**src/design/gb_map_pkg.sv**
```systemverilog
// ------------------------------
// memory map package
// bus widths, address map and fixed read values
// ------------------------------

package gb_map_pkg;

	typedef logic [15:0] addr_t; // cpu address
	typedef logic [7:0]  data_t; // bus byte

	// io registers
	localparam addr_t ADDR_JOYP = 16'hff00;
	localparam addr_t ADDR_SB   = 16'hff01;
	localparam addr_t ADDR_SC   = 16'hff02;
	localparam addr_t ADDR_IF   = 16'hff0f;
	localparam addr_t ADDR_IE   = 16'hffff;

	localparam logic [8:0] ZP_BASE_HI = 9'h1ff; // addr[15:7] of ff80

	localparam int WRAM_AW = 13; // 8k work ram
	localparam int ZP_AW   = 7;  // 128 byte zero page, ffff is IE

	localparam data_t OPEN_BUS = 8'hff; // nothing mapped

endpackage

```
**src/design/gb_joypad.sv**
```systemverilog
// ------------------------------
// joypad register
// select bits, matrix read, press interrupt
// ------------------------------

module gb_joypad import gb_map_pkg::*; (
	input  logic       clk_cpu,
	input  logic       reset,
	input  data_t      wdata,
	input  logic       joyp_wr,
	input  logic [7:0] joystick, // active high buttons
	output data_t      joyp_q,
	output logic       joy_irq
);

	logic [1:0] p54;              // select, 0 = group enabled
	logic [3:0] lines;            // matrix lines, low = pressed
	logic [3:0] line_d1, line_d2; // sync chain

	assign lines   = (~joystick[3:0] | {4{p54[0]}}) & (~joystick[7:4] | {4{p54[1]}});
	assign joyp_q  = {2'b11, p54, lines};
	assign joy_irq = |(line_d2 & ~line_d1); // any line falling

	always_ff @(posedge clk_cpu) begin
		if (reset) begin
			p54     <= 2'b00;
			line_d1 <= 4'hf;
			line_d2 <= 4'hf;
		end else begin
			if (joyp_wr) p54 <= wdata[5:4];
			line_d1 <= lines;
			line_d2 <= line_d1;
		end
	end

endmodule

```
**config.mk**
```make
export PLATFORM = sky130hd
export DESIGN_NAME = gb_joypad
export DESIGN_NICKNAME = d
export VERILOG_FILES = /design/src/design/gb_map_pkg.sv /design/src/design/gb_joypad.sv
export SDC_FILE = /design/constraint.sdc
export NUM_CORES = 1
export LEC_CHECK = 0
export ABC_AREA = 1
export ABC_CLOCK_PERIOD_IN_PS = 1800
export BUFFER_PORTS_ARGS = -buffer_cell sky130_fd_sc_hd__buf_2
export CORE_AREA = 2 2 39 41
export CTS_CLUSTER_SIZE = 25
export DETAILED_ROUTE_END_ITERATION = 6
export DIE_AREA = 0 0 41 43
export GPL_TIMING_DRIVEN = 0
export SLEW_MARGIN = 10
export SYNTH_ARGS = -nofsm -noshare
export SYNTH_HDL_FRONTEND = slang
export SYNTH_SLANG_ARGS = --single-unit
```
**constraint.sdc**
```tcl
create_clock -name clk_cpu -period 1.8 [get_ports clk_cpu]
set_input_delay 0.18 -clock clk_cpu [delete_from_list [all_inputs] [get_ports clk_cpu]]
set_output_delay 0.18 -clock clk_cpu [all_outputs]
set_load 0.02 [all_outputs]
```
==> metrics.yaml <==
status:
  status: "completed"
finish:
  diodes: 0
  nets: 103
  drive_above_1_share: 0.3253
  final_cell_mix: "19 x nand2_1, 19 x buf_2, 15 x inv_1"
  area_growth_pct: 38.87
global_route:
  grt_pass1_wl_um: 1035
  first_global_vias: 271
  grt_max_degree: 11
  grt_usage: 0.09677
  antenna_found_initial: 0
  overflow: 0
worst_hold_path:
  hold_path.class: "in -> reg"
  hp-start: "wdata[5]"
  min_path_cells: 3
  hold_end: "p54[1]"
logic_synthesis:
  synth_top_area_cell: "dfxtp_1"
  netlist_area_um2: 399.1
  syn_area_per_cell_um2: 6.765
  synth_top_area_frac: 0.5016
  ys_seq_area_frac: 0.5016
  synth_cells: 59
  synth.area.top_cells: "dfxtp_1 50%, nand2_1 18%, inv_1 14%"
  synth.distinct_cells: 8
  yosys_warnings: 0
  synth_seq_cells: 10
pwr:
  p_leak_nw: 0.3597
  vdd_drop_max_uv: 301.3
  power.density_nw_per_um2: 955.6
routing:
  num_vias: 359
  wl_per_cell_um: 6.616
  ant_nets: 0
  drt_drc_violations_left: 0
  drt_iter0_drc: 1
  drtPass1Iterations: 2
  wl_um: 655
  via_per_inst: 3.626
worst_setup_path:
  regToRegEndpoint: "line_d1[2]"
  critPathLaunchType: "flip-flop"
  r2r_start: "p54[0]"
  path_class: "reg -> out"
  crit_required_ns: 1.62
  r2r_slack_ns: 1.08
  r2r_cells: 4
  critPathCaptureType: "primary output"
  worstPathMaxFanout: 4
  crit_arrival_ns: 1.02
die:
  start_util: 0.2884
  die_width_um: 41
  row_count: 14
  core_um2: 1384
  ios: 28
  die-height_um: 43
  dieArea_um2: 1763
sta:
  tns_ns: 0
  finalMaxSlewViolations: 0
  hold_ws_ns: 0.1378
  fmax_mhz: 830.2
  report.final.hold_viol_count: 0
  clock_skew_ns: 0.001527
  setup_viol: 0
  fin_crit_ns: 1.205
  period_share: 0.6692
  rsz0062_at_grt: "false"
placement:
  gp_congestion: 0.5843
  detailed_place_hpwl_um: 506.5
  port_buffers: 19
clock_tree:
  cts_tree: "done"
  clock_latency_ns: 0.26
  cts-buffers-inserted: 3
  cts-resized-gates: 0
  postCtsSetupBuffers: 0
  cts_buffer_depth: 2
  cts_sinks: 10
  htreeDepth: 1
  path_clk_slew_ns: 0.06
  root_buffer: "clkbuf_4"
  holdBufCountCts: 0
flow_run:
  drv_cap: 0
per-layer routing:
metal,vias to the layer above,track usage,wire (um)
met2,19,0.09688,240
met3,2,0.04712,75
li1,209,-,-
met4,0,0.1200,19
met5,-,0,0
met1,129,0.1238,319
worst max-delay path, cell delays in order (launching register included):
cell     delay, ns
dfxtp_1       0.36
inv_2         0.06
nand2_1       0.05
o21ai_1       0.07
inv_1         0.06
buf_2         0.15
stage by stage:
step | cells | util | total power, W | area (um^2) | setup slack (ns)
after floorplan | 60 | - | 0.0003070 | 402.9 | 0.8212
after global placement | 95 | 0.3743 | 0.0003387 | 518.0 | 0.8725
after detailed placement | 95 | 0.3743 | 0.0003389 | 518.0 | 0.8794
after CTS | 99 | 0.4005 | 0.0005401 | 554.3 | 0.5741
after global routing | 99 | 0.4005 | 0.0005648 | 554.3 | 0.4981
final | 99 | 0.4005 | 0.0005297 | 554.3 | 0.5954
flip-flops by register name, summed over array words and instances, names as in the netlist:
signal	cells
line_d1	4
p54	2
line_d2	4
synthesized netlist by cell type:
master    n
inv_1    15
nand2_1  19
nor2_1    4
o21ai_1   6
inv_2     2
dfxtp_1  10
buf_4     2
conb_1    1
area by class of cell:
cell class	instances	area (um^2)
buffer	2	15.01
clock buffer	4	36.28
fill	149	829.5
inverter	17	63.81
multi-input combinational	31	123.9
sequential	10	200.2
tap	16	20.02
timing repair buffer	19	95.09
worst max path at each step:
stage	startpoint	endpoint	slack [ns]	cells past startpoint
finish	p54[0]	joyp_q[2]	0.60	5
global route	p54[0]	joyp_q[3]	0.50	5
CTS	p54[0]	joyp_q[1]	0.57	5
detailed placement	p54[1]	joyp_q[2]	0.88	3
global placement	p54[0]	joyp_q[1]	0.87	5
floorplan	p54[0]	joyp_q[0]	0.82	4
where the power goes:
group          switching (W)  leakage (nW)  internal [W]
clock network      0.0000740        0.0210      0.000123
registers         0.00000625        0.0833      0.000236
logic              0.0000543         0.255     0.0000360
total               0.000135         0.360      0.000395
cell families after synthesis:
family,after synthesis,synth area share
other cells,1,0.009395
compound gates,6,0.07524
flops,10,0.5016
simple gates,23,0.2163
buf+inv,19,0.1975
(Power assumes the default switching activity.)
