===== config.mk =====
export PLATFORM = sky130hd
export DESIGN_NAME = gb_bus_ctrl
export DESIGN_NICKNAME = d
export VERILOG_FILES = /design/src/design/gb_map_pkg.sv /design/src/design/gb_bus_ctrl.sv
export SDC_FILE = /design/constraint.sdc
export NUM_CORES = 1
export LEC_CHECK = 0
export ABC_CLOCK_PERIOD_IN_PS = 1960
export CAP_MARGIN = 0
export CELL_PAD_IN_SITES_DETAIL_PLACEMENT = 0
export CELL_PAD_IN_SITES_GLOBAL_PLACEMENT = 2
export CORE_UTILIZATION = 31
export CTS_CLUSTER_DIAMETER = 200
export DETAILED_ROUTE_END_ITERATION = 12
export DONT_BUFFER_PORTS = 1
export HOLD_SLACK_MARGIN = 0.12
export PLACE_DENSITY = 0.9
export SYNTH_ARGS = -nofsm -noshare
export SYNTH_HDL_FRONTEND = slang
export SYNTH_SLANG_ARGS = --single-unit
export TNS_END_PERCENT = 100

===== constraint.sdc =====
create_clock -name clk_cpu -period 1.96 [get_ports clk_cpu]
set_clock_uncertainty 0.15 [all_clocks]
set_input_delay 0.294 -clock clk_cpu [delete_from_list [all_inputs] [get_ports clk_cpu]]
set_output_delay 0.294 -clock clk_cpu [all_outputs]
set_load 0.1 [all_outputs]

===== src/design/gb_map_pkg.sv =====
// ------------------------------
// memory map package
// bus widths, address map and fixed read values
// ------------------------------

package gb_map_pkg;

	typedef logic [15:0] addr_t; // cpu address
	typedef logic [7:0]  data_t; // bus byte

	// io registers
	localparam addr_t ADDR_JOYP = 16'hff00;
	localparam addr_t ADDR_SB   = 16'hff01;
	localparam addr_t ADDR_SC   = 16'hff02;
	localparam addr_t ADDR_IF   = 16'hff0f;
	localparam addr_t ADDR_IE   = 16'hffff;

	localparam logic [8:0] ZP_BASE_HI = 9'h1ff; // addr[15:7] of ff80

	localparam int WRAM_AW = 13; // 8k work ram
	localparam int ZP_AW   = 7;  // 128 byte zero page, ffff is IE

	localparam data_t OPEN_BUS = 8'hff; // nothing mapped

endpackage


===== src/design/gb_bus_ctrl.sv =====
// ------------------------------
// bus control
// address decode, write strobes and read-data mux
// ------------------------------

module gb_bus_ctrl import gb_map_pkg::*; (
	input  logic               clk_cpu,
	input  logic               reset,
	input  addr_t              addr,
	input  logic               wr,
	input  logic               rd,
	output logic               joyp_wr,
	output logic               sb_wr,
	output logic               sc_wr,
	output logic               if_wr,
	output logic               ie_wr,
	output logic               wram_we,
	output logic               zp_we,
	output logic [WRAM_AW-1:0] wram_addr,
	output logic [ZP_AW-1:0]   zp_addr,
	input  data_t              joyp_q,
	input  data_t              sb_q,
	input  data_t              sc_q,
	input  data_t              if_q,
	input  data_t              ie_q,
	input  data_t              wram_q,
	input  data_t              zp_q,
	output data_t              rdata
);

	// c000-fdff, e000 and up echoes c000
	wire sel_wram = (addr[15:14] == 2'b11) && (addr[15:9] != 7'h7f);
	wire sel_zp   = (addr[15:7] == ZP_BASE_HI) && (addr != ADDR_IE);
	wire sel_joyp = addr == ADDR_JOYP;
	wire sel_sb   = addr == ADDR_SB;
	wire sel_sc   = addr == ADDR_SC;
	wire sel_if   = addr == ADDR_IF;
	wire sel_ie   = addr == ADDR_IE;

	logic  rsel_wram, rsel_zp; // ram select, latched with rd
	logic  rd_d;               // read data due this cycle
	data_t reg_mux, reg_val;
	data_t ram_mux, hold_q;

	assign wram_addr = addr[WRAM_AW-1:0]; // echo folds onto the same offset
	assign zp_addr   = addr[ZP_AW-1:0];

	assign joyp_wr = wr && sel_joyp;
	assign sb_wr   = wr && sel_sb;
	assign sc_wr   = wr && sel_sc;
	assign if_wr   = wr && sel_if;
	assign ie_wr   = wr && sel_ie;
	assign wram_we = wr && sel_wram;
	assign zp_we   = wr && sel_zp;

	// register side, sampled at the rd edge
	always_comb begin
		reg_mux = OPEN_BUS;
		if (sel_joyp)    reg_mux = joyp_q;
		else if (sel_sb) reg_mux = sb_q;
		else if (sel_sc) reg_mux = sc_q;
		else if (sel_if) reg_mux = {3'b111, if_q[4:0]}; // unused flag bits read 1
		else if (sel_ie) reg_mux = {3'b000, ie_q[4:0]};
	end

	// one-cycle-old select picks ram output or the captured register
	assign ram_mux = rsel_wram ? wram_q : rsel_zp ? zp_q : reg_val;
	assign rdata   = rd_d ? ram_mux : hold_q; // hold until next read

	always_ff @(posedge clk_cpu) begin
		if (reset) begin
			rd_d      <= 1'b0;
			rsel_wram <= 1'b0;
			rsel_zp   <= 1'b0;
			reg_val   <= OPEN_BUS;
			hold_q    <= OPEN_BUS;
		end else begin
			rd_d <= rd;
			if (rd) begin
				rsel_wram <= sel_wram;
				rsel_zp   <= sel_zp;
				reg_val   <= reg_mux;
			end
			if (rd_d)
				hold_q <= ram_mux;
		end
	end

endmodule


==> impl_metrics.yaml, run 1 <==
power_and_ir_drop:
  pwr-share-clk_pct: 29.9
  p_seq_share_pct: 45.2
  swShare_pct: 30.43
  power.switching_uw: 277.9
  combPwrFrac_pct: 24.8
  power.density_mw_per_mm2: 498.1
  internal-power_uw: 635.2
  leakage_uw: 0.0007250
  p_total_uw: 913.1
  ir_drop_uv: 202.4
detailed_routing:
  drc: 0
  via_per_inst: 5.733
  first_pass_iters: 4
  wl_um: 4128
  wl_per_cell_um: 18.68
  drt_iter0_drc: 31
  postRouteAntennaNets: 0
  vias: 1267
timing:
  hold_viol_final: 0
  setup_viol: 0
  rsz0062_at_grt: "true"
  finalWorstSetupSlack_ns: 0.01055
  finalCritPeriodShare_pct: 99.46
  slew_headroom_pct: 66.27
  fin_crit_ns: 1.949
  fmax_mhz: 513.0
  worstMarginPinSlew_ns: 0.5054
  maxSlewViolCount: 0
global_routing:
  grt_overflow_total: 0
  grt_max_degree: 18
  grt_pass1_wl_um: 6555
  grt_pass1_vias: 1374
  antenna_found_initial: 0
  grtUsageTotal_pct: 16.91
final_layout:
  n_fill_cell: 432
  area_delta_synth_final_pct: 31.27
  layout_common_cells: "dfxtp_1, buf_12, nand2_1, o221ai_1"
  final_common_cell: "dfxtp_1"
  stdcell_area_mm2: 0.001833
  nets: 246
  drive_gt1_share_pct: 35.50
  antennaDiodeCount: 0
setup_path:
  cp.required_ns: 1.52
  critical_path_class: "reg -> out"
  cp_common_cell: "buf_12"
  critPathLaunchType: "register"
  crit_fanout: 8
  cp-end-kind: "output port"
  critPathSlowestCell: "dfxtp_2"
  slowest_delay_ns: 0.35
  cp_cell_sequence: "buf_12, mux2i_2, o21ai_0, mux2_4, buf_12"
  arrival_ns: 1.51
cts:
  cts_max_path_buffers: 2
  root_buffer: "clkbuf_8"
  numCtsBuffers: 3
  cts.sinks: 19
  ctsHtreeMaxLevel: 1
  insertion_delay_ns: 0.26
  path_clk_slew_ns: 0.08
  cts_tree: "built"
run:
  maxCapViolations: 0
yosys:
  syn-cell-area_mm2: 0.001396
  seq_area_frac_synth_pct: 27.24
  syn_nets: 243
  ys_warn_count: 0
  ys_ff_latch: 19
  avgSynthCellArea_um2: 8.361
  netlist_instances: 167
  yosysUniqueCellTypes: 30
placement:
  routabilityCongestion: 0.8383
  hpwl_um: 3289
  detailedPlace.worstSlack_ns: 0.1911
  placed_cell_area_mm2: 0.001694
  port-buffer-count: 0
floorplanning:
  dieWidth_um: 69.12
  io-pin-count: 111
  fp-row-count: 24
  die_h_um: 69.12
  fp.coreArea_mm2: 0.004354
  initial_core_util_pct: 32.07
  die_area_mm2: 0.004777
hold_path:
  min_path_type: "in -> reg"
outcome:
  run_status: "finished clean"
## through the flow
step	hold slack, ns	instances	setup TNS (ns)	util (%)
6_report	0.1229	221	0	42.10
5_1_grt	0.1317	221	-0.2407	42.10
4_1_cts	0.1210	220	-0.009765	41.41
3_5_place_dp	0.2163	211	0	38.91
3_3_place_gp	0.2156	211	0	38.91
2_1_floorplan	0.2922	167	-0.03545	-
## final timing paths
| path | startpoint | to | slack [ns] | cells after the start |
|---|---|---|---|---|
| worst min register to register | reg_val[7] | reg_val[7] | 0.34 | 2 |
| worst max register to register | rsel_zp | hold_q[1] | 0.34 | 5 |
| worst min-delay path | reset | reg_val[1] | 0.12 | 2 |
| worst max-delay path | rsel_zp | rdata[1] | 0.01 | 5 |
## power by group through the flow
stage / Combinational (µW) / Sequential (µW) / Clock, µW
after global routing: 239 / 415 / 296
after global placement: 201 / 419 / 0
after CTS: 223 / 412 / 279
after floorplan: 349 / 414 / 0
after detailed placement: 207 / 421 / 0
final: 227 / 413 / 273
## synth_stat cells, drive strengths merged
| cell type | instances | area, µm² |
|---|---|---|
| a21oi | 9 | 45.04 |
| a22oi | 5 | 37.54 |
| a31oi | 1 | 6.260 |
| and2 | 2 | 13.77 |
| and3 | 1 | 6.260 |
| and4 | 4 | 36.29 |
| buf | 26 | 186.4 |
| clkbuf | 7 | 26.28 |
| dfxtp | 19 | 380.4 |
| inv | 7 | 26.28 |
| mux2 | 8 | 90.09 |
| mux2i | 9 | 90.09 |
| nand2 | 10 | 37.54 |
| nand3 | 1 | 5.000 |
| nand4 | 6 | 50.04 |
| nor2 | 8 | 30.03 |
| nor4 | 2 | 27.53 |
| nor4b | 2 | 17.52 |
| o211a | 5 | 50.05 |
| o21ai | 11 | 55.05 |
| o221ai | 10 | 87.58 |
| o22ai | 3 | 18.77 |
| o31ai | 3 | 22.52 |
| or2 | 8 | 50.05 |
## cells by family after synthesis
logic type	after synthesis	synth area share [%]
AND/OR/NAND/NOR	44	19.62
flip-flops	19	27.24
AO/OA/AOI/OAI	47	23.12
multiplexers	17	12.90
buffers and inverters	40	17.11
## repair_timing
action                     in CTS  in global routing
buffers inserted                0                  1
cloned                          0                  0
hold endpoints to repair       19                  0
setup endpoints to repair       8                  8
pin swaps                       0                  1
hold buffers                    5                  0
gates resized for setup         5                  8
## sequential cells by signal, indices dropped and copies added, names as in the netlist
name       flops
rd_d           1
hold_q         8
reg_val        8
rsel_zp        1
rsel_wram      1
## layer usage
metal  global-route usage [%]  routed length (µm)
met1                    18.64                1656
met2                    31.82                2130
met3                    3.947                 315
met4                    4.762                  25
met5                        0                   0
## critical path: cells and delay by family, from the launching register on
kind,cells,cell delay (ns)
muxes,2,0.49
buffers and inverters,2,0.31
AOI/OAI and AO/OA,1,0.09
DFF,1,0.35
## cell type report
class | count | area, µm² | area share, %
Clock buffer | 3 | 41.29 | 2.253
Clock inverter | 1 | 5.005 | 0.2730
Inverter | 7 | 26.28 | 1.433
Multi-Input combinational cell | 108 | 855.8 | 46.69
Sequential cell | 19 | 381.6 | 20.82
Tap cell | 52 | 65.06 | 3.549
Timing Repair Buffer | 31 | 457.9 | 24.98
Note: power is estimated with default switching activity, not from simulation.
==> inputs of run 2 (changes only) <==
- PLACE_DENSITY: 0.9 -> 0.82
==> impl_metrics.yaml, run 2 (synthesis results as in run 1) <==
placement:
  hpwl_um: 3357
  dp.cells: 216
  port-buffer-count: 0
  detailedPlace.worstSlack_ns: 0.2116
  routabilityCongestion: 0.7348
power_and_ir_drop:
  ir_drop_uv: 215.7
  p_total_uw: 901.8
  power.density_mw_per_mm2: 493.0
  leakage_uw: 0.0007301
floorplanning:
  initial_core_util_pct: 32.07
  io-pin-count: 111
  dieWidth_um: 69.12
  fp-row-count: 24
  fp.coreArea_mm2: 0.004354
  die_h_um: 69.12
  die_area_mm2: 0.004777
detailed_routing:
  wl_per_cell_um: 18.49
  vias: 1286
  drt_iter0_drc: 42
  postRouteAntennaNets: 0
  via_per_inst: 5.716
  drc: 0
  first_pass_iters: 4
  wl_um: 4160
cts:
  numCtsBuffers: 3
  cts_tree: "built"
  path_clk_slew_ns: 0.07
  root_buffer: "clkbuf_8"
  cts.sinks: 19
  cts_max_path_buffers: 2
  ctsHtreeMaxLevel: 1
  insertion_delay_ns: 0.25
setup_path:
  cp.required_ns: 1.52
  r2r-start: "rsel_zp"
  critical_path_class: "reg -> out"
  r2r_end: "hold_q[5]"
  critPathLaunchType: "register"
  arrival_ns: 1.50
  rr_worst_depth: 6
  critPathLaunch: "rd_d"
  cp-end-kind: "output port"
  crit_fanout: 8
  rrSetupSlack_ns: 0.23
global_routing:
  antenna_found_initial: 0
  grt_pass1_vias: 1323
  grt_pass1_wl_um: 6561
  grt_max_degree: 17
  grtUsageTotal_pct: 17.04
  grt_overflow_total: 0
final_layout:
  reg_top3: "hold_q x8, reg_val x8"
  fin_util_pct: 42.01
  area_delta_synth_final_pct: 31.00
  nets: 250
  final_common_cell: "dfxtp_1"
  n_fill_cell: 432
  antennaDiodeCount: 0
  stdcell_count: 225
  drive_gt1_share_pct: 36.99
  layout_common_cells: "dfxtp_1, buf_4, buf_12"
timing:
  rsz0062_at_grt: "true"
  hold_viol_final: 0
  slew_headroom_pct: 65.68
  fmax_mhz: 515.0
  maxSlewViolCount: 0
  worstMarginPinSlew_ns: 0.5141
  fin_crit_ns: 1.942
  setup_tns_ns: 0
  setup_viol: 0
  finalCritPeriodShare_pct: 99.07
  finalWorstSetupSlack_ns: 0.01820
run:
  maxCapViolations: 0
hold_path:
  hold_end: "reg_val[4]"
  min_path_type: "in -> reg"
  hold_path_depth: 2
  hold_start: "reset"
outcome:
  run_status: "finished clean"
run 2: cell count changes in the layout (fill, tap and decap cells not counted), sizes merged:
cell         change
buf              +6
dlygate4sd3      -2
run 2: power breakdown:
part           internal [µW]  switching (µW)  leakage (µW)
combinational           91.5             133      0.000548
clock                    141             124     0.0000255
sequential               401            11.7      0.000156
total                    634             268      0.000730
run 2: area by class of cell:
cell class,count,area (µm²),share of cell area (%)
multi-input combinational,108,848.3,46.37
timing repair buffer,35,461.7,25.24
sequential,19,381.6,20.86
clock buffer,3,41.29,2.257
tap,52,65.06,3.557
inverter,7,26.28,1.436
clock inverter,1,5.005,0.2736
run 2: how the worst max path moves through the flow:
| stage | end | slack [ns] | depth (start not counted) |
|---|---|---|---|
| global placement | rdata[4] | 0.24 | 5 |
| detailed placement | rdata[6] | 0.21 | 5 |
| finish | rdata[3] | 0.02 | 2 |
| floorplan | sb_wr | -0.03 | 4 |
| global route | rdata[6] | -0.06 | 5 |
| CTS | rdata[1] | 0.005 | 5 |
run 2: metal layers:
metal | vias up | GRT usage, % | share of wire (%)
met1 | 602 | 19.82 | 41
met2 | 70 | 29.99 | 50
met4 | 0 | 5.896 | 1.2
met3 | 7 | 4.386 | 8.1
met5 | - | 0 | 0
li1 | 607 | - | -
run 2: worst max-delay path, stage by stage (launching register included):
cell and delay [ns]:
dfxtp_1 0.64, mux2_2 0.43, buf_12 0.17
run 2: per-stage QoR:
stage                     instance area, µm²  hold slack (ns)
after global placement                  1707           0.2134
after floorplan                         1446           0.2922
after CTS                               1792           0.1201
after detailed placement                1707           0.2144
final                                   1829           0.1211
after global routing                    1829           0.1390
run 2: what timing repair did:
item	4_1_cts	5_1_grt
hold buffers	3	0
endpoints found under the setup margin	6	8
buffers inserted	0	2
endpoints found under the hold margin	19	0
gates resized for setup	3	7
pin swaps	0	0
