<file path="config.mk">
export PLATFORM = sky130hd
export DESIGN_NAME = gb_irq_ctrl
export DESIGN_NICKNAME = d
export VERILOG_FILES = /design/src/design/gb_irq_pkg.sv /design/src/design/gb_map_pkg.sv /design/src/design/gb_irq_ctrl.sv
export SDC_FILE = /design/constraint.sdc
export NUM_CORES = 1
export LEC_CHECK = 0
export BUFFER_PORTS_ARGS = -buffer_cell sky130_fd_sc_hd__buf_2
export CAP_MARGIN = 10
export CORE_MARGIN = 1
export CORE_UTILIZATION = 38
export CTS_CLUSTER_SIZE = 12
export DETAILED_ROUTE_END_ITERATION = 6
export PLACE_DENSITY = 0.76
export RECOVER_POWER = 25
export SLEW_MARGIN = 20
export SYNTH_ARGS = -nofsm -noshare
export SYNTH_HDL_FRONTEND = slang
export SYNTH_SLANG_ARGS = --single-unit
</file>
<file path="constraint.sdc">
create_clock -name clk_cpu -period 1.3 [get_ports clk_cpu]
set_clock_uncertainty 0.05 [all_clocks]
set_input_delay 0.065 -clock clk_cpu [delete_from_list [all_inputs] [get_ports clk_cpu]]
set_output_delay 0.065 -clock clk_cpu [all_outputs]
set_load 0.02 [all_outputs]
</file>
<file path="src/design/gb_irq_pkg.sv">
// ------------------------------
// interrupt and serial package
// flag bit positions, vectors and serial fsm
// ------------------------------

package gb_irq_pkg;

	typedef logic [4:0] irq_bits_t; // one bit per source

	// flag bit positions, bit 0 has top priority
	localparam int IRQ_VBLANK = 0;
	localparam int IRQ_LCD    = 1;
	localparam int IRQ_TIMER  = 2;
	localparam int IRQ_SERIAL = 3;
	localparam int IRQ_JOYPAD = 4;

	localparam logic [7:0] VEC_BASE = 8'h40; // vblank entry
	localparam logic [7:0] VEC_STEP = 8'h08; // spacing of entries
	localparam logic [7:0] VEC_NONE = 8'h55; // nothing pending

	typedef enum logic [1:0] {SER_IDLE, SER_SHIFT, SER_DONE} ser_state_t;

	localparam logic [8:0] SER_DIV_MAX = 9'd511; // cycles per bit - 1
	localparam logic [8:0] SER_EDGE_AT = 9'd100; // shift clock falls here

endpackage

</file>
<file path="src/design/gb_map_pkg.sv">
// ------------------------------
// memory map package
// bus widths, address map and fixed read values
// ------------------------------

package gb_map_pkg;

	typedef logic [15:0] addr_t; // cpu address
	typedef logic [7:0]  data_t; // bus byte

	// io registers
	localparam addr_t ADDR_JOYP = 16'hff00;
	localparam addr_t ADDR_SB   = 16'hff01;
	localparam addr_t ADDR_SC   = 16'hff02;
	localparam addr_t ADDR_IF   = 16'hff0f;
	localparam addr_t ADDR_IE   = 16'hffff;

	localparam logic [8:0] ZP_BASE_HI = 9'h1ff; // addr[15:7] of ff80

	localparam int WRAM_AW = 13; // 8k work ram
	localparam int ZP_AW   = 7;  // 128 byte zero page, ffff is IE

	localparam data_t OPEN_BUS = 8'hff; // nothing mapped

endpackage

</file>
<file path="src/design/gb_irq_ctrl.sv">
// ------------------------------
// interrupt controller
// IE/IF registers, priority vector, ack clear
// ------------------------------

module gb_irq_ctrl import gb_map_pkg::*, gb_irq_pkg::*; (
	input  logic  clk_cpu,
	input  logic  reset,
	input  data_t wdata,
	input  logic  if_wr,
	input  logic  ie_wr,
	input  logic  vblank_pulse,
	input  logic  lcd_pulse,
	input  logic  timer_pulse,
	input  logic  ser_irq,
	input  logic  joy_irq,
	input  logic  irq_ack,
	output data_t if_q,
	output data_t ie_q,
	output logic  irq_n,
	output data_t irq_vec
);

	irq_bits_t if_r, ie_r;
	irq_bits_t set_bits;
	irq_bits_t pending;
	irq_bits_t ack_mask; // lowest pending bit only

	always_comb begin
		set_bits             = '0;
		set_bits[IRQ_VBLANK] = vblank_pulse;
		set_bits[IRQ_LCD]    = lcd_pulse;
		set_bits[IRQ_TIMER]  = timer_pulse;
		set_bits[IRQ_SERIAL] = ser_irq;
		set_bits[IRQ_JOYPAD] = joy_irq;
	end

	assign pending  = if_r & ie_r;
	assign ack_mask = pending & (~pending + 5'd1); // isolate lowest set bit
	assign irq_n    = ~|pending;

	// lowest set bit wins, so scan from the top
	always_comb begin
		irq_vec = VEC_NONE;
		for (int i = IRQ_JOYPAD; i >= IRQ_VBLANK; i--) begin
			if (pending[i])
				irq_vec = VEC_BASE + VEC_STEP * 8'(i);
		end
	end

	always_ff @(posedge clk_cpu) begin
		if (reset) begin
			if_r <= '0;
			ie_r <= '0;
		end else begin
			if (if_wr)
				if_r <= wdata[4:0]; // cpu write beats events and ack
			else
				if_r <= (if_r & ~(irq_ack ? ack_mask : '0)) | set_bits; // new event survives ack
			if (ie_wr)
				ie_r <= wdata[4:0];
		end
	end

	assign if_q = {3'b000, if_r};
	assign ie_q = {3'b000, ie_r};

endmodule

</file>
==> impl_metrics.json, run 1 <==
{
  "whs_ps": 5.310,
  "grt_pass1_wl_um": 2670,
  "synthDominantAreaCellType": "dfxtp_1",
  "post-place-ws_ps": -9.290,
  "diodes": 0,
  "rsz0062_at_grt": "yes",
  "seqPwrFrac_pct": 38.0,
  "gp_congestion": 0.8687,
  "dieWidth_um": 41.42,
  "fin_crit_ps": 1660,
  "viasPerCell": 5.192,
  "finish.net_count": 134,
  "cts_max_path_buffers": 2,
  "r2r-start": "ie_r[0]",
  "final-setup-viol-count": 7,
  "power_density_nw_per_um2": 918.0,
  "use_met1_pct": 24.27,
  "final_common_cell": "buf_2",
  "port_buffers": 30,
  "dp_hpwl_um": 1143,
  "yosysSeqAreaShare_pct": 33.90,
  "initial_core_util_pct": 43.22,
  "hp-start": "wdata[0]",
  "synth_area_um2": 590.6,
  "violations": "negative setup slack",
  "grt_antenna_before_repair": 0,
  "grt.overflow.total": 0,
  "status": "complete, but fails checks",
  "coreArea_um2": 1366,
  "start_kind": "flop",
  "grt_pass1_vias": 629,
  "clock_latency_ps": 270,
  "required_ps": 1190,
  "seqCellArea_um2": 210.2,
  "grt_max_degree": 14,
  "die_h_um": 41.42,
  "cts.sinks": 10,
  "hold_path.class": "primary input to flop",
  "p_clk_share_pct": 25.7,
  "clkSlewWorstSetupHoldPaths_ps": 70,
  "timing.fmax_mhz": 602.6,
  "finalHoldViolCount": 0,
  "leakagePower_nw": 0.4862,
  "ant_nets": 0,
  "ys_warn_count": 0,
  "post-route-worst-setup-slack_ps": -359.5,
  "multi_input_area_um2": 386.6,
  "htreeDepth": 1,
  "fin_cells": 130,
  "drc": 0,
  "routed_wl_um": 1785,
  "comb_power_share_pct": 36.3,
  "setup.worst_path.start": "ie_r[0]",
  "drt_iter0_markers": 14,
  "synthToLayoutAreaGrowth_pct": 66.74,
  "gr-usage-met3_pct": 1.739,
  "ios": 43,
  "reg2reg_depth": 5,
  "met2_usage_pct": 32.81,
  "rows": 13,
  "fin_crit_sh_pct": 127.7,
  "avgRoutedWirePerCell_um": 13.73,
  "switching_share_pct": 33.60,
  "fill_cells": 103,
  "vdd_drop_max_mv": 0.7772,
  "gr-usage-all-layers_pct": 20.18,
  "cts_buffers": 3,
  "synth_cell_types": 27,
  "syn_inst": 69,
  "root_buffer": "clkbuf_4",
  "maxSlewViolCount": 0,
  "layout-drive-gt1-share_pct": 55.65,
  "p_int_mw": 0.6003,
  "r2r-end": "if_r[4]",
  "critPathKind": "flop to output port",
  "synth_top_area_share_pct": 33.90,
  "utilization_pct": 72.07,
  "post_synth.cell_area_avg_um2": 8.559,
  "p_switching_mw": 0.3037,
  "die_area_um2": 1716,
  "dr.pass1.iters": 4,
  "cts_tree": "done",
  "cap_violations": 0,
  "rrSetupSlack_ps": -220,
  "ys_ff_latch": 10,
  "dp.cells": 117,
  "critPathMaxFanout": 4,
  "cp_data_arrival_time_ps": 1540,
  "synthTopCellsByArea": "dfxtp_1 34%, buf_4 14%, mux2i_1 8.5%",
  "end_kind": "output port",
  "vias": 675,
  "final_cell_mix": "24 x buf_2, 13 x buf_4, 9 x conb_1, 9 x buf_6, 6 x nor2_1",
  "setup.worst_path.end": "irq_vec[5]",
  "grt.busiest_layer": "met2"
}
## kinds of logic (layout without fill, tap and decap cells)
family	after synthesis	count (layout)	share of synthesized area [%]
other	2	9	1.272
multiplexers	5	5	8.475
buffers and inverters	14	53	15.89
flip-flops	10	10	33.90
AND/OR/NAND/NOR	26	26	23.73
AO/OA/AOI/OAI	12	12	16.74
## power by group through the flow
stage	registers [mW]	clock network (mW)	logic (mW)
3_3_place_gp	0.347	0	0.244
5_1_grt	0.346	0.255	0.350
2_1_floorplan	0.382	0	0.138
4_1_cts	0.341	0.239	0.283
3_5_place_dp	0.348	0	0.249
6_report	0.343	0.233	0.328
## routing by layer
metal	wire length [um]	part of all wire (%)	vias to the layer above
li1	-	-	321
met1	727	41	310
met2	856	48	36
met3	130	7.3	8
met4	70	3.9	0
met5	0	0	-
## synth_stat cells
master / number
nand2_1: 5
and3b_1: 1
nor3b_1: 1
clkbuf_1: 2
nor4bb_1: 2
and2_1: 1
nor3_1: 3
inv_1: 1
a211oi_1: 1
a22oi_1: 1
o311a_1: 1
dfxtp_1: 10
a21oi_1: 2
nor2b_1: 3
nand2b_1: 1
a2111oi_0: 1
buf_4: 11
a2111oi_2: 1
conb_1: 2
nor2_1: 7
a32oi_1: 1
a222oi_1: 1
a21boi_0: 1
mux2i_1: 5
o21ai_0: 1
a221oi_1: 1
and3_1: 2
## worst min path at each step
| stage | endpoint | slack, ps | cells after the start |
|---|---|---|---|
| after global routing | ie_r[0] | 20 | 3 |
| after floorplan | if_r[1] | 160 | 2 |
| after CTS | if_r[2] | 0.5 | 2 |
| after detailed placement | ie_r[2] | 280 | 3 |
| after global placement | ie_r[2] | 260 | 3 |
| final | ie_r[0] | 5 | 3 |
## per-stage QoR
step                setup TNS [ps]  area (um^2)  total power [mW]
floorplan                   -110.2        629.4            0.5202
global placement            -14.98        775.7            0.5908
detailed placement          -9.290        775.7            0.5962
CTS                          -1100        883.3            0.8622
global route                 -2030        984.7            0.9507
finish                       -1827        984.7            0.9040
## critical path, stage by stage (launching register included)
cell,delay (ps)
dfxtp_4,340
a222oi_1,420
buf_4,200
and3b_2,190
buf_6,120
## registers in the layout, indices dropped and copies added, names as in the netlist
| name | cells |
|---|---|
| ie_r | 5 |
| if_r | 5 |
## area by class of cell
type	instances	area share, %
Multi-Input combinational cell	52	39.26
Timing Repair Buffer	48	34.43
Sequential cell	10	21.35
Clock buffer	4	2.668
Tap cell	15	1.906
Inverter	1	0.3812
## repair_timing
action                                  CTS  global route
hold endpoints to repair                  2             0
resized for setup                        15            12
gates cloned                              0             0
endpoints found under the setup margin    6             7
setup buffers                             1             6
pin swaps                                 3             4
hold buffers                              2             0
(Power assumes the default switching activity.)
==> inputs of run 2 (changes only) <==
- CAP_MARGIN: 10 -> 25
- CORE_UTILIZATION: 38 -> 41
- CTS_BUF_LIST: unset -> sky130_fd_sc_hd__clkbuf_4
- PLACE_DENSITY: 0.76 -> 0.81
==> impl_metrics.json, run 2 (synthesized netlist as in run 1, its figures left out) <==
{
  "vdd_drop_max_mv": 0.5857,
  "routed_wl_um": 1686,
  "fin_crit_sh_pct": 120.1,
  "design_area_um2": 905.9,
  "placed_area_um2": 768.2,
  "top_regs": "ie_r x5, if_r x5",
  "fin_crit_ps": 1561,
  "gp_congestion": 0.8310,
  "clock_latency_ps": 260,
  "drt_iter0_markers": 27,
  "violations": "negative setup slack",
  "htreeDepth": 1,
  "die_area_um2": 1596,
  "cts_max_path_buffers": 2,
  "final-setup-viol-count": 7,
  "synthToLayoutAreaGrowth_pct": 53.39,
  "power_density_nw_per_um2": 936.0,
  "grt_pass1_wl_um": 2352,
  "whs_ps": 11.66,
  "dr.pass1.iters": 4,
  "leakagePower_nw": 0.4513,
  "grt_antenna_before_repair": 0,
  "layout-drive-gt1-share_pct": 49.09,
  "ant_nets": 0,
  "vias": 633,
  "grt.overflow.total": 0,
  "die_h_um": 39.95,
  "port_buffers": 30,
  "timing.fmax_mhz": 640.5,
  "drc": 0,
  "viasPerCell": 5.064,
  "cts_tree": "done",
  "grt_max_degree": 14,
  "rows": 13,
  "coreArea_um2": 1318,
  "root_buffer": "clkbuf_4",
  "dp_hpwl_um": 1157,
  "post-route-worst-setup-slack_ps": -261.3,
  "ios": 43,
  "status": "complete, but fails checks",
  "cp_data_arrival_time_ps": 1450,
  "final_cell_mix": "23 x buf_2, 9 x conb_1, 9 x buf_4",
  "diodes": 0,
  "critPathKind": "flop to output port",
  "start_kind": "flop",
  "hold_path.class": "primary input to flop",
  "fill_cells": 102,
  "rsz0062_at_grt": "yes",
  "cap_violations": 0,
  "initial_core_util_pct": 44.82,
  "finalHoldViolCount": 0,
  "final_common_cell": "buf_2",
  "maxSlewViolCount": 0,
  "dieWidth_um": 39.95,
  "end_kind": "output port",
  "cts.sinks": 10,
  "critPathMaxFanout": 4,
  "clkSlewWorstSetupHoldPaths_ps": 60,
  "grt_pass1_vias": 590,
  "gr-usage-all-layers_pct": 22.16,
  "cts_buffers": 3,
  "finish.net_count": 129,
  "required_ps": 1190,
  "avgRoutedWirePerCell_um": 13.49
}
## run 2: power breakdown
part           internal [mW]  switching, mW
logic                  0.131          0.166
clock network          0.111         0.0984
registers              0.329         0.0137
## run 2: layout make-up
type / instances / area (um^2) / area share [%]
Timing Repair Buffer: 43 / 290.3 / 32.04
Clock inverter: 1 / 3.754 / 0.4144
Multi-Input combinational cell: 52 / 357.8 / 39.50
Clock buffer: 3 / 22.52 / 2.486
Tap cell: 15 / 18.77 / 2.072
Sequential cell: 10 / 209.0 / 23.07
Inverter: 1 / 3.754 / 0.4144
## run 2: worst paths after layout
path                               start    endpoint  depth (start not counted)  slack (ps)
worst max-delay path             if_r[0]  irq_vec[5]                          4        -260
worst min-delay path            wdata[4]     ie_r[4]                          3          10
worst min register to register   ie_r[4]     ie_r[4]                          2         490
worst max register to register   ie_r[1]     if_r[4]                          6        -220
## run 2: metal layers
metal,track usage [%],vias up,part of all wire (%)
met3,2.222,4,4.5
met1,25.51,292,41
li1,-,308,-
met2,39.52,29,54
met4,12.07,0,1.0
met5,0,-,0
## run 2: worst max-delay path, cell delays in order (launching register included)
cell and delay, ps:
dfxtp_2 320, a222oi_1 340, buf_4 200, and3b_2 210, buf_6 120
## run 2: through the flow
stage | util (%) | instances | power, mW | setup slack, ps | TNS, ps
2_1_floorplan | - | 76 | 0.5202 | -55.61 | -110.2
3_3_place_gp | 58.31 | 116 | 0.5862 | -14.99 | -14.99
3_5_place_dp | 58.31 | 116 | 0.5923 | -14.64 | -14.64
4_1_cts | 66.76 | 124 | 0.8396 | -205.2 | -913.8
5_1_grt | 68.76 | 125 | 0.8927 | -303.1 | -1546
6_report | 68.76 | 125 | 0.8479 | -261.3 | -1253
## run 2: repair_timing
action                                  CTS  global route
hold buffers                              1             0
endpoints found under the setup margin    6             7
resized for setup                        14             8
setup buffers                             4             3
pin swaps                                 5             4
hold endpoints to repair                  1             0
==> inputs of run 3 (changes only) <==
- CORE_MARGIN: 1 -> 8
==> impl_metrics.json, run 3 (synthesized netlist as in run 1, its figures left out) <==
{
  "status": "complete, but fails checks",
  "violations": "negative setup slack",
  "maxSlewViolCount": 0,
  "rows": 13,
  "initial_core_util_pct": 44.82,
  "grt_max_degree": 14,
  "final_cell_mix": "21 x buf_2, 10 x buf_4, 9 x conb_1, 9 x buf_6, 6 x nor2_1",
  "drc": 0,
  "start_kind": "flop",
  "hold_path.class": "primary input to flop",
  "critPathMaxFanout": 4,
  "clkSlewWorstSetupHoldPaths_ps": 70,
  "post-place-ws_ps": -58.39,
  "cap_violations": 0,
  "drt_iter0_markers": 26,
  "cts_buffers": 3,
  "cp_data_arrival_time_ps": 1410,
  "finish.net_count": 134,
  "dp.cells": 116,
  "hold_depth": 3,
  "finalHoldViolCount": 0,
  "utilization_pct": 74.26,
  "grt.overflow.total": 0,
  "grt_antenna_before_repair": 0,
  "final_common_cell": "buf_2",
  "die_area_um2": 2911,
  "synthToLayoutAreaGrowth_pct": 65.68,
  "p_int_mw": 0.6115,
  "cts.sinks": 10,
  "fin_cells": 130,
  "final-setup-viol-count": 8,
  "diodes": 0,
  "ant_nets": 0,
  "cts_tree": "done",
  "gp_congestion": 0.8368,
  "multi_input_area_um2": 375.4,
  "top_regs": "ie_r x5, if_r x5",
  "routed_wl_um": 2069,
  "p_clk_share_pct": 27.4,
  "power_density_nw_per_um2": 929.2,
  "rsz0062_at_grt": "yes",
  "end_kind": "output port",
  "timing.fmax_mhz": 657.2,
  "critPathKind": "flop to output port",
  "viasPerCell": 5.069,
  "seqPwrFrac_pct": 37.9,
  "leakagePower_nw": 0.4791,
  "rrSetupSlack_ps": -160,
  "post-route-worst-setup-slack_ps": -221.5,
  "cts_max_path_buffers": 2,
  "vias": 659,
  "fin_crit_sh_pct": 117.0,
  "avgRoutedWirePerCell_um": 15.92,
  "coreArea_um2": 1318,
  "dieWidth_um": 53.95,
  "grt_pass1_wl_um": 2891,
  "clock_latency_ps": 270,
  "dp_hpwl_um": 1436,
  "htreeDepth": 1,
  "die_h_um": 53.95,
  "fin_crit_ps": 1522,
  "dr.pass1.iters": 4,
  "required_ps": 1190,
  "root_buffer": "clkbuf_4",
  "p_switching_mw": 0.2977,
  "vdd_drop_max_mv": 0.6401,
  "port_buffers": 30,
  "fill_cells": 91,
  "reg2reg_depth": 6,
  "layout-drive-gt1-share_pct": 52.17,
  "switching_share_pct": 32.74,
  "comb_power_share_pct": 34.7,
  "seqCellArea_um2": 212.7,
  "grt_pass1_vias": 613,
  "ios": 43,
  "gr-usage-all-layers_pct": 13.74
}
-- run 3: changes by cell type in the layout (fill, tap and decap cells not counted), sizes merged --
cell         change
dlygate4sd3      +3
clkinv           -1
clkbuf           +3
-- run 3: worst max-delay path, cell delays in order, from the launching register on --
cell,delay [ps]
dfxtp_4,350
a222oi_1,290
buf_4,190
and3b_2,190
buf_6,120
-- run 3: final cells by class --
class / instances / area share (%)
clock buffer: 4 / 3.069
inverter: 1 / 0.3836
multi-input combinational: 52 / 38.36
sequential: 10 / 21.74
tap: 15 / 1.918
timing repair buffer: 48 / 34.53
-- run 3: final timing paths --
kind                              endpoint     start
worst max-delay path            irq_vec[5]   ie_r[0]
worst max register to register     if_r[4]   if_r[2]
worst min-delay path               ie_r[3]  wdata[3]
worst min register to register     ie_r[4]   ie_r[4]
-- run 3: stage by stage --
stage	cell area (um^2)	power, mW	hold WS (ps)	TNS [ps]
6_report	978.4	0.9092	14.72	-1298
5_1_grt	978.4	0.9538	46.26	-1803
4_1_cts	905.9	0.8884	9.215	-1085
3_5_place_dp	768.2	0.5964	271.5	-152.6
3_3_place_gp	768.2	0.5900	261.4	-25.24
2_1_floorplan	629.4	0.5202	157.6	-110.2
-- run 3: power by group through the flow --
stage                     registers (mW)  clock network (mW)  logic (mW)
after floorplan                    0.382                   0       0.138
after global placement             0.349                   0       0.242
after detailed placement           0.349                   0       0.247
after CTS                          0.342               0.261       0.286
after global routing               0.346               0.271       0.337
final                              0.344               0.250       0.315
-- run 3: timing repair --
| action | 4_1_cts | 5_1_grt |
|---|---|---|
| setup endpoints to repair | 6 | 8 |
| setup buffers | 3 | 4 |
| resized for setup | 14 | 13 |
| hold buffers | 4 | 0 |
| endpoints found under the hold margin | 4 | 0 |
| pin swaps | 5 | 3 |
-- run 3: routing by layer --
layer  up-vias  global-route usage, %  share of wire (%)  routed length, um
li1        319                      -                  -                  -
met2        39                  22.97                 48               1002
met5         -                      0                  0                  0
met3         7                  4.408                 10                212
met1       294                  14.55                 39                798
met4         0                  8.824                2.7                 55
